`src/design/exec_pkg.sv`:
```
// Shared widths, stage count and enums for the execute cluster.
// Every design file refers to these by scoped name (exec_pkg::...).

`default_nettype none

package exec_pkg;

  // ----------------------------------------
  // Widths
  // ----------------------------------------

  localparam int XLEN     = 32; // Operand and data width
  localparam int SEQ_BITS = 8;  // Sequence number width
  localparam int REG_BITS = 5;  // Register address width

  localparam int MUL_STAGES = 3; // Default multiplier latency

  // ----------------------------------------
  // Enums
  // ----------------------------------------

  // Encodings match the hex opcodes in the test file
  typedef enum logic [3:0] {
    OP_ADD   = 4'h0,
    OP_SUB   = 4'h1,
    OP_AND   = 4'h2,
    OP_OR    = 4'h3,
    OP_XOR   = 4'h4,
    OP_SLTU  = 4'h5,
    OP_MUL   = 4'h6, // Low half of product
    OP_MULHU = 4'h7  // High half, unsigned
  } uop_e;

  typedef enum logic {
    OWNER_ALU = 1'b0,
    OWNER_MUL = 1'b1
  } owner_e;

endpackage

`default_nettype wire

```
`src/design/dx_if.sv`:
```
// Dispatch to execute channel, one micro-op per val/rdy transfer.
// src side drives the micro-op, dst side answers with rdy.

`default_nettype none

interface dx_if;

  logic                          val;
  logic                          rdy;
  logic [exec_pkg::XLEN-1:0]     pc;
  logic [exec_pkg::SEQ_BITS-1:0] seq_num; // Lets consumer reorder
  logic [exec_pkg::XLEN-1:0]     op1;
  logic [exec_pkg::XLEN-1:0]     op2;
  logic [exec_pkg::REG_BITS-1:0] waddr;
  exec_pkg::uop_e                uop;

  modport src (output val, pc, seq_num, op1, op2, waddr, uop, input rdy);
  modport dst (input val, pc, seq_num, op1, op2, waddr, uop, output rdy);

endinterface

`default_nettype wire

```
`src/design/xw_if.sv`:
```
// Execute to writeback channel carrying one result per transfer.
// Same val/rdy rule as the dispatch channel.

`default_nettype none

interface xw_if;

  logic                          val;
  logic                          rdy;
  logic [exec_pkg::XLEN-1:0]     pc;
  logic [exec_pkg::SEQ_BITS-1:0] seq_num;
  logic [exec_pkg::REG_BITS-1:0] waddr;
  logic [exec_pkg::XLEN-1:0]     wdata;

  // Producer side
  modport src (output val, pc, seq_num, waddr, wdata, input rdy);

  // Consumer side
  modport dst (input val, pc, seq_num, waddr, wdata, output rdy);

endinterface

`default_nettype wire

```
`src/design/exec_dispatch.sv`:
```
// Steers each micro-op to the ALU or the multiplier, no latency.
// Ready comes back only from the unit that would take the micro-op.

`default_nettype none

module exec_dispatch (
  dx_if.dst d,
  dx_if.src alu,
  dx_if.src mul
);

  logic is_mul;

  assign is_mul = (d.uop == exec_pkg::OP_MUL) || (d.uop == exec_pkg::OP_MULHU);

  // Valid to the selected unit only
  assign alu.val = d.val & !is_mul;
  assign mul.val = d.val & is_mul;

  // Payload fans out to both
  assign alu.pc      = d.pc;
  assign alu.seq_num = d.seq_num;
  assign alu.op1     = d.op1;
  assign alu.op2     = d.op2;
  assign alu.waddr   = d.waddr;
  assign alu.uop     = d.uop;
  assign mul.pc      = d.pc;
  assign mul.seq_num = d.seq_num;
  assign mul.op1     = d.op1;
  assign mul.op2     = d.op2;
  assign mul.waddr   = d.waddr;
  assign mul.uop     = d.uop;

  assign d.rdy = is_mul ? mul.rdy : alu.rdy; // Busy unit blocks only its own ops

endmodule

`default_nettype wire

```
`src/design/execute_top.sv`:
```
// Execute cluster top level. Plain dispatch ports in, plain writeback
// ports out; units talk over internal val/rdy interfaces.

`default_nettype none

module execute_top (
  input  wire logic                          clk,
  input  wire logic                          rst,
  input  wire logic                          d_val,
  output      logic                          d_rdy,
  input  wire logic [exec_pkg::XLEN-1:0]     d_pc,
  input  wire logic [exec_pkg::SEQ_BITS-1:0] d_seq_num,
  input  wire logic [exec_pkg::XLEN-1:0]     d_op1,
  input  wire logic [exec_pkg::XLEN-1:0]     d_op2,
  input  wire logic [exec_pkg::REG_BITS-1:0] d_waddr,
  input  wire exec_pkg::uop_e                d_uop,
  output      logic                          w_val,
  input  wire logic                          w_rdy,
  output      logic [exec_pkg::XLEN-1:0]     w_pc,
  output      logic [exec_pkg::SEQ_BITS-1:0] w_seq_num,
  output      logic [exec_pkg::REG_BITS-1:0] w_waddr,
  output      logic [exec_pkg::XLEN-1:0]     w_wdata,
  output      logic                          w_wen
);

  dx_if d_bus ();
  dx_if alu_bus ();
  dx_if mul_bus ();
  xw_if alu_wb ();
  xw_if mul_wb ();

  // Dispatch ports onto the internal channel
  assign d_bus.val     = d_val;
  assign d_bus.pc      = d_pc;
  assign d_bus.seq_num = d_seq_num;
  assign d_bus.op1     = d_op1;
  assign d_bus.op2     = d_op2;
  assign d_bus.waddr   = d_waddr;
  assign d_bus.uop     = d_uop;
  assign d_rdy         = d_bus.rdy;

  exec_dispatch u_dispatch (.d(d_bus), .alu(alu_bus), .mul(mul_bus));

  int_alu u_alu (.clk, .rst, .d(alu_bus), .w(alu_wb));

  pipelined_multiplier #(
    .num_stages(exec_pkg::MUL_STAGES)
  ) u_mul (.clk, .rst, .d(mul_bus), .w(mul_wb));

  wb_arbiter u_arb (
    .clk, .rst,
    .alu(alu_wb), .mul(mul_wb),
    .w_val, .w_rdy, .w_pc, .w_seq_num, .w_waddr, .w_wdata, .w_wen
  );

endmodule

`default_nettype wire

```
`src/design/int_alu.sv`:
```
// Single-cycle integer ALU with one registered result slot.
// Result shows on w the cycle after accept; slot refills while draining.

`default_nettype none

module int_alu (
  input wire logic clk,
  input wire logic rst,
  dx_if.dst        d,
  xw_if.src        w
);

  logic                      slot_val;
  logic [exec_pkg::XLEN-1:0] result;

  assign d.rdy = !slot_val | w.rdy; // Empty or result leaving

  // ----------------------------------------
  // Operations
  // ----------------------------------------

  always_comb begin
    case (d.uop)
      exec_pkg::OP_ADD:  result = d.op1 + d.op2;
      exec_pkg::OP_SUB:  result = d.op1 - d.op2; // Wraps mod 2^32
      exec_pkg::OP_AND:  result = d.op1 & d.op2;
      exec_pkg::OP_OR:   result = d.op1 | d.op2;
      exec_pkg::OP_XOR:  result = d.op1 ^ d.op2;
      exec_pkg::OP_SLTU: result = {{(exec_pkg::XLEN-1){1'b0}}, (d.op1 < d.op2)};
      default:           result = '0; // Multiplies never steered here
    endcase
  end

  // ----------------------------------------
  // Result slot
  // ----------------------------------------

  always_ff @(posedge clk) begin
    if (rst) begin
      slot_val <= 1'b0;
    end else if (d.val && d.rdy) begin
      slot_val <= 1'b1;
    end else if (w.rdy) begin
      slot_val <= 1'b0; // Drained with nothing behind it
    end
  end

  always_ff @(posedge clk) begin
    if (d.val && d.rdy) begin
      w.pc      <= d.pc;
      w.seq_num <= d.seq_num;
      w.waddr   <= d.waddr;
      w.wdata   <= result;
    end
  end

  assign w.val = slot_val;

endmodule

`default_nettype wire

```
`src/design/pipelined_multiplier.sv`:
```
// Unsigned multiplier with num_stages cycles of latency (minimum 1).
// Input register, then a chain of elastic output stages; each stage
// accepts when the stage after it is empty or draining.

`default_nettype none

module pipelined_multiplier #(
  parameter int num_stages = exec_pkg::MUL_STAGES
) (
  input wire logic clk,
  input wire logic rst,
  dx_if.dst        d,
  xw_if.src        w
);

  typedef struct packed {
    logic [exec_pkg::XLEN-1:0]     pc;
    logic [exec_pkg::SEQ_BITS-1:0] seq_num;
    logic [exec_pkg::REG_BITS-1:0] waddr;
    logic [exec_pkg::XLEN-1:0]     wdata;
  } result_t;

  // ----------------------------------------
  // Input register
  // ----------------------------------------

  logic                          in_val;
  logic [exec_pkg::XLEN-1:0]     in_pc;
  logic [exec_pkg::SEQ_BITS-1:0] in_seq_num;
  logic [exec_pkg::XLEN-1:0]     in_op1;
  logic [exec_pkg::XLEN-1:0]     in_op2;
  logic [exec_pkg::REG_BITS-1:0] in_waddr;
  exec_pkg::uop_e                in_uop;

  logic [2*exec_pkg::XLEN-1:0]   product;

  // One entry per stage; entry 0 is the input register's result
  logic    stage_val [num_stages];
  result_t stage_data [num_stages];
  logic    stage_rdy [num_stages];

  assign d.rdy = stage_rdy[0] | !in_val; // Empty or draining

  always_ff @(posedge clk) begin
    if (rst) begin
      in_val <= 1'b0;
    end else if (d.val && d.rdy) begin
      in_val <= 1'b1;
    end else if (in_val && stage_rdy[0]) begin
      in_val <= 1'b0; // Left for next stage
    end
  end

  always_ff @(posedge clk) begin
    if (d.val && d.rdy) begin // Payload, loaded on accept only
      in_pc      <= d.pc;
      in_seq_num <= d.seq_num;
      in_op1     <= d.op1;
      in_op2     <= d.op2;
      in_waddr   <= d.waddr;
      in_uop     <= d.uop;
    end
  end

  // ----------------------------------------
  // Multiply
  // ----------------------------------------

  // Zero extend both operands for the full unsigned product
  assign product = {{exec_pkg::XLEN{1'b0}}, in_op1} * {{exec_pkg::XLEN{1'b0}}, in_op2};

  assign stage_val[0]          = in_val;
  assign stage_data[0].pc      = in_pc;
  assign stage_data[0].seq_num = in_seq_num;
  assign stage_data[0].waddr   = in_waddr;
  assign stage_data[0].wdata   = (in_uop == exec_pkg::OP_MULHU) ?
                                 product[2*exec_pkg::XLEN-1:exec_pkg::XLEN] : // High half
                                 product[exec_pkg::XLEN-1:0];

  // ----------------------------------------
  // Output stages
  // ----------------------------------------

  assign stage_rdy[num_stages-1] = w.rdy; // Last stage faces writeback

  for (genvar i = 1; i < num_stages; i++) begin : g_stage
    always_ff @(posedge clk) begin
      if (rst) begin
        stage_val[i] <= 1'b0;
      end else if (stage_val[i-1] && stage_rdy[i-1]) begin
        stage_val[i] <= 1'b1;
      end else if (stage_val[i] && stage_rdy[i]) begin
        stage_val[i] <= 1'b0;
      end
    end

    always_ff @(posedge clk) begin
      if (stage_val[i-1] && stage_rdy[i-1]) stage_data[i] <= stage_data[i-1];
    end

    assign stage_rdy[i-1] = stage_rdy[i] | !stage_val[i]; // Next ready or empty
  end

  assign w.val     = stage_val[num_stages-1];
  assign w.pc      = stage_data[num_stages-1].pc;
  assign w.seq_num = stage_data[num_stages-1].seq_num;
  assign w.waddr   = stage_data[num_stages-1].waddr;
  assign w.wdata   = stage_data[num_stages-1].wdata;

endmodule

`default_nettype wire

```
`src/design/wb_arbiter.sv`:
```
// Round-robin merge of ALU and multiplier results onto one writeback port.
// A grant held under a stall stays put until the transfer completes.

`default_nettype none

module wb_arbiter (
  input  wire logic                          clk,
  input  wire logic                          rst,
  xw_if.dst                                  alu,
  xw_if.dst                                  mul,
  output      logic                          w_val,
  input  wire logic                          w_rdy,
  output      logic [exec_pkg::XLEN-1:0]     w_pc,
  output      logic [exec_pkg::SEQ_BITS-1:0] w_seq_num,
  output      logic [exec_pkg::REG_BITS-1:0] w_waddr,
  output      logic [exec_pkg::XLEN-1:0]     w_wdata,
  output      logic                          w_wen
);

  exec_pkg::owner_e owner; // Last unit to transfer
  logic hold;              // Stalled last cycle, keep grant
  logic hold_mul;
  logic pick_mul;
  logic alu_gnt;
  logic mul_gnt;

  // Not the owner wins a tie
  assign pick_mul = hold ? hold_mul :
                    (mul.val & (!alu.val | (owner == exec_pkg::OWNER_ALU)));
  assign alu_gnt  = alu.val & !pick_mul;
  assign mul_gnt  = mul.val & pick_mul;

  assign alu.rdy = w_rdy & alu_gnt;
  assign mul.rdy = w_rdy & mul_gnt;

  // ----------------------------------------
  // Output mux
  // ----------------------------------------

  assign w_val     = alu_gnt | mul_gnt;
  assign w_pc      = mul_gnt ? mul.pc      : alu.pc;
  assign w_seq_num = mul_gnt ? mul.seq_num : alu.seq_num;
  assign w_waddr   = mul_gnt ? mul.waddr   : alu.waddr;
  assign w_wdata   = mul_gnt ? mul.wdata   : alu.wdata;
  assign w_wen     = w_val & (w_waddr != '0); // x0 never written

  always_ff @(posedge clk) begin
    if (rst) begin
      owner    <= exec_pkg::OWNER_ALU;
      hold     <= 1'b0;
      hold_mul <= 1'b0;
    end else begin
      if (w_val && w_rdy) owner <= mul_gnt ? exec_pkg::OWNER_MUL : exec_pkg::OWNER_ALU;
      hold     <= w_val & !w_rdy;
      hold_mul <= mul_gnt;
    end
  end

endmodule

`default_nettype wire

```
`config.mk`:
```
export PLATFORM = sky130hd
export DESIGN_NAME = execute_top
export DESIGN_NICKNAME = d
export VERILOG_FILES = /design/src/design/exec_pkg.sv /design/src/design/dx_if.sv /design/src/design/xw_if.sv /design/src/design/exec_dispatch.sv /design/src/design/execute_top.sv /design/src/design/int_alu.sv /design/src/design/pipelined_multiplier.sv /design/src/design/wb_arbiter.sv
export SDC_FILE = /design/constraint.sdc
export NUM_CORES = 2
export LEC_CHECK = 0
export BUFFER_PORTS_ARGS = -buffer_cell sky130_fd_sc_hd__buf_2
export CAP_MARGIN = 0
export CORE_MARGIN = 1.5
export CORE_UTILIZATION = 40
export CTS_BUF_LIST = sky130_fd_sc_hd__clkbuf_8
export DETAILED_ROUTE_END_ITERATION = 12
export HOLD_SLACK_MARGIN = 0.02
export SLEW_MARGIN = 20
export SYNTH_ARGS = -nofsm -noshare
export SYNTH_HDL_FRONTEND = slang
export SYNTH_SLANG_ARGS = --single-unit
```
`constraint.sdc`:
```
create_clock -name clk -period 10.2 [get_ports clk]
set_clock_uncertainty 0.2 [all_clocks]
set_input_delay 2.04 -clock clk [delete_from_list [all_inputs] [get_ports clk]]
set_output_delay 2.04 -clock clk [all_outputs]
set_load 0.005 [all_outputs]
```
==> metrics.csv <==
metric,value,unit
max_freq,111,MHz
r2r_slack,1200,ps
core-area,0.122,mm^2
dr.pass1.iters,6,
avgSynthCellArea,10.1,um^2
drt_iter0_drc,2504,
start_util,0.405,
drive_gt1_frac,0.0943,
syn_nets,6272,
clk_latency,730,ps
relSlewSlack,0.205,
numPortBuffers,196,
grt_overflow,0,
fp.dieW,355,um
final_area,0.0535,mm^2
area_delta_synth_final,8.00,%
drv_cap,0,
finalCritPeriodShare,0.883,
antenna_found_initial,10,
tightest_slew,1190,ps
pre_cts_ws,1390,ps
cts_tree,yes,
nNetsFinal,6352,
cts-root-buf,clkbuf_8,
cts_htree_levels,2,
routabilityCongestion,0.926,
cts_setup_buffers,0,
grt.total_usage,0.234,
yosysSeqAreaShare,0.211,
syn_inst,4898,
crit_required,10410,ps
clk_pin_slew,70,ps
clk_path_buf_depth,3,
grtUsageMet1,0.315,
cts_hold_buf,0,
grt_use_met3,0.0269,
worstRegToRegCells,24,
layout_commonest_cell,inv_1,
routed_wl,145000,um
gr-usage-met2,0.391,
via_per_inst,5.21,
die_area,0.126,mm^2
start_kind,register,
first_global_vias,37000,
yosysWarnings,0,
crit_path_end_kind,register,
rsz0062_at_grt,false,
layoutNonFillerInstCount,6653,
grt_max_degree,54,
synth_edf_count,344,
synth.cell_area,0.0495,mm^2
numCtsBuffers,56,
drc,0,
wire_per_inst,21.7,um
drv_slew,0,
num_rows,128,
setup_viol,0,
synth.distinct_cells,79,
status,finished clean,
hold_path_depth,0,
async_reset_ff_frac,0,
crit_arrival,9220,ps
n_fill_cell,11900,
post-route-min-period,9000,ps
ys.flop_type,edfxtp_1,
dpl.cell_count,6542,
cp_max_fo,32,
drtAntennaViolNets,0,
busiest_layer,met2,
die_y,355,um
dp_hpwl,116000,um
layout_common_cells,"964 x inv_1, 898 x fa_1, 596 x and2_1",
clkSinkCount,351,
hp-class,reg2reg,
grt_pass1_wl,224000,um
ys_ff_latch,351,
final.setup.tns,0,ps
cts_resized,0,
critPathKind,reg2reg,
dpl_cell_area,0.0523,mm^2
dr_total_vias,34600,
ios,197,
finalHoldViolations,0,
setup_ws,1200,ps
## per-layer routing
| metal | part of all wire | wire length, um |
|---|---|---|
| met1 | 0.42 | 60900 |
| met2 | 0.49 | 70500 |
| met3 | 0.055 | 7990 |
| met4 | 0.036 | 5220 |
| met5 | 0.000083 | 12 |
## cell families (layout without fill, tap and decap cells)
logic type	count (synthesis)	count (layout)	synth area share
AOI/OAI and AO/OA	490	490	0.0637
xor gates and xnor gates	87	87	0.0154
adders and majority gates	1257	1257	0.454
buffers and inverters	1216	1342	0.0924
DFF	351	351	0.211
muxes	86	86	0.0194
other	0	4	0
and+or+nand+nor	1411	1411	0.144
## stage by stage
stage	util	hold slack (ps)
after floorplan	-	200
after global placement	0.427	201
after detailed placement	0.427	205
after CTS	0.437	214
after global routing	0.437	222
final	0.437	214
## critical path: stages, from the launching register on
cell      delay, ps
edfxtp_1       1090
and2_1          270
fa_1            440
fa_1            500
fa_1            540
inv_1            50
fa_1            480
inv_1            60
fa_1            500
inv_1            50
fa_1            540
inv_1            50
fa_1            490
fa_1            420
ha_1            430
a21oi_1         150
o21ai_0         400
o21ba_2         220
o22ai_1          90
a311oi_1        550
a21oi_1         330
o21ai_1         400
a41oi_1         200
xor2_1          160
o21ai_0          80
## flip-flops by register name, indices dropped and copies added (netlist names), 4 cells and up
name	cells
u_alu.w.seq_num	8
u_mul.in_seq_num	8
u_mul.in_waddr	5
u_alu.w.pc	32
u_alu.w.waddr	5
u_mul.in_pc	32
u_mul.stage_data	77
u_mul.w.pc	32
u_mul.in_uop	4
u_mul.w.wdata	32
u_mul.in_op2	32
u_mul.w.seq_num	8
u_mul.w.waddr	5
u_mul.in_op1	32
u_alu.w.wdata	32
## cell type report
| type | count | area (um^2) | area share |
|---|---|---|---|
| Antenna cell | 4 | 10.0 | 0.000187 |
| Clock buffer | 56 | 771 | 0.0144 |
| Clock inverter | 48 | 359 | 0.00672 |
| Inverter | 946 | 3550 | 0.0664 |
| Multi-Input combinational cell | 3331 | 34500 | 0.646 |
| Sequential cell | 351 | 10500 | 0.196 |
| Tap cell | 1625 | 2030 | 0.0380 |
| Timing Repair Buffer | 292 | 1760 | 0.0329 |
## synthesized netlist by cell type (4+ instances only)
library cell	instances	area share
nor2b_1	17	0.0021
o21a_1	10	0.0015
nor3_1	21	0.0021
a2111oi_0	5	0.00088
mux2i_1	8	0.0016
ha_1	359	0.091
or3_1	10	0.0013
o21ai_0	116	0.012
mux2_2	78	0.018
nand2_1	538	0.041
o31ai_1	12	0.0018
nand2b_1	9	0.0011
o311ai_0	5	0.00088
and2_1	596	0.075
and3_1	11	0.0014
nor2_1	130	0.0099
clkbuf_1	263	0.020
xnor2_1	60	0.011
o21ai_1	9	0.00091
a31o_2	4	0.00071
a21oi_1	145	0.015
o211ai_1	11	0.0017
a211oi_1	11	0.0017
or2_2	5	0.00063
fa_1	898	0.36
edfxtp_1	344	0.21
a221o_1	5	0.0010
a31oi_1	13	0.0016
nand3b_1	4	0.00061
inv_1	946	0.072
a311oi_1	4	0.00071
a21o_1	37	0.0056
xor2_1	27	0.0048
o21bai_1	27	0.0041
buf_1	4	0.00030
a221oi_1	29	0.0051
a21boi_0	4	0.00061
nand4_1	17	0.0021
nor4_1	8	0.0010
o22ai_1	4	0.00051
dfxtp_1	7	0.0028
nand3_1	31	0.0031
## worst paths after layout
check | from | to
max | u_mul.in_op2[6]$_DFFE_PP_ | u_mul.stage_data[106]$_DFFE_PP_
min | u_mul.stage_data[116]$_DFFE_PP_ | u_mul.w.seq_num[2]$_DFFE_PP_
max reg2reg | u_mul.in_op2[6]$_DFFE_PP_ | u_mul.stage_data[106]$_DFFE_PP_
min reg2reg | u_mul.stage_data[116]$_DFFE_PP_ | u_mul.w.seq_num[2]$_DFFE_PP_
Power is left out: the tool's default activity adds up to more than one toggle a clock period on the data nets, which glitch-free logic cannot reach.
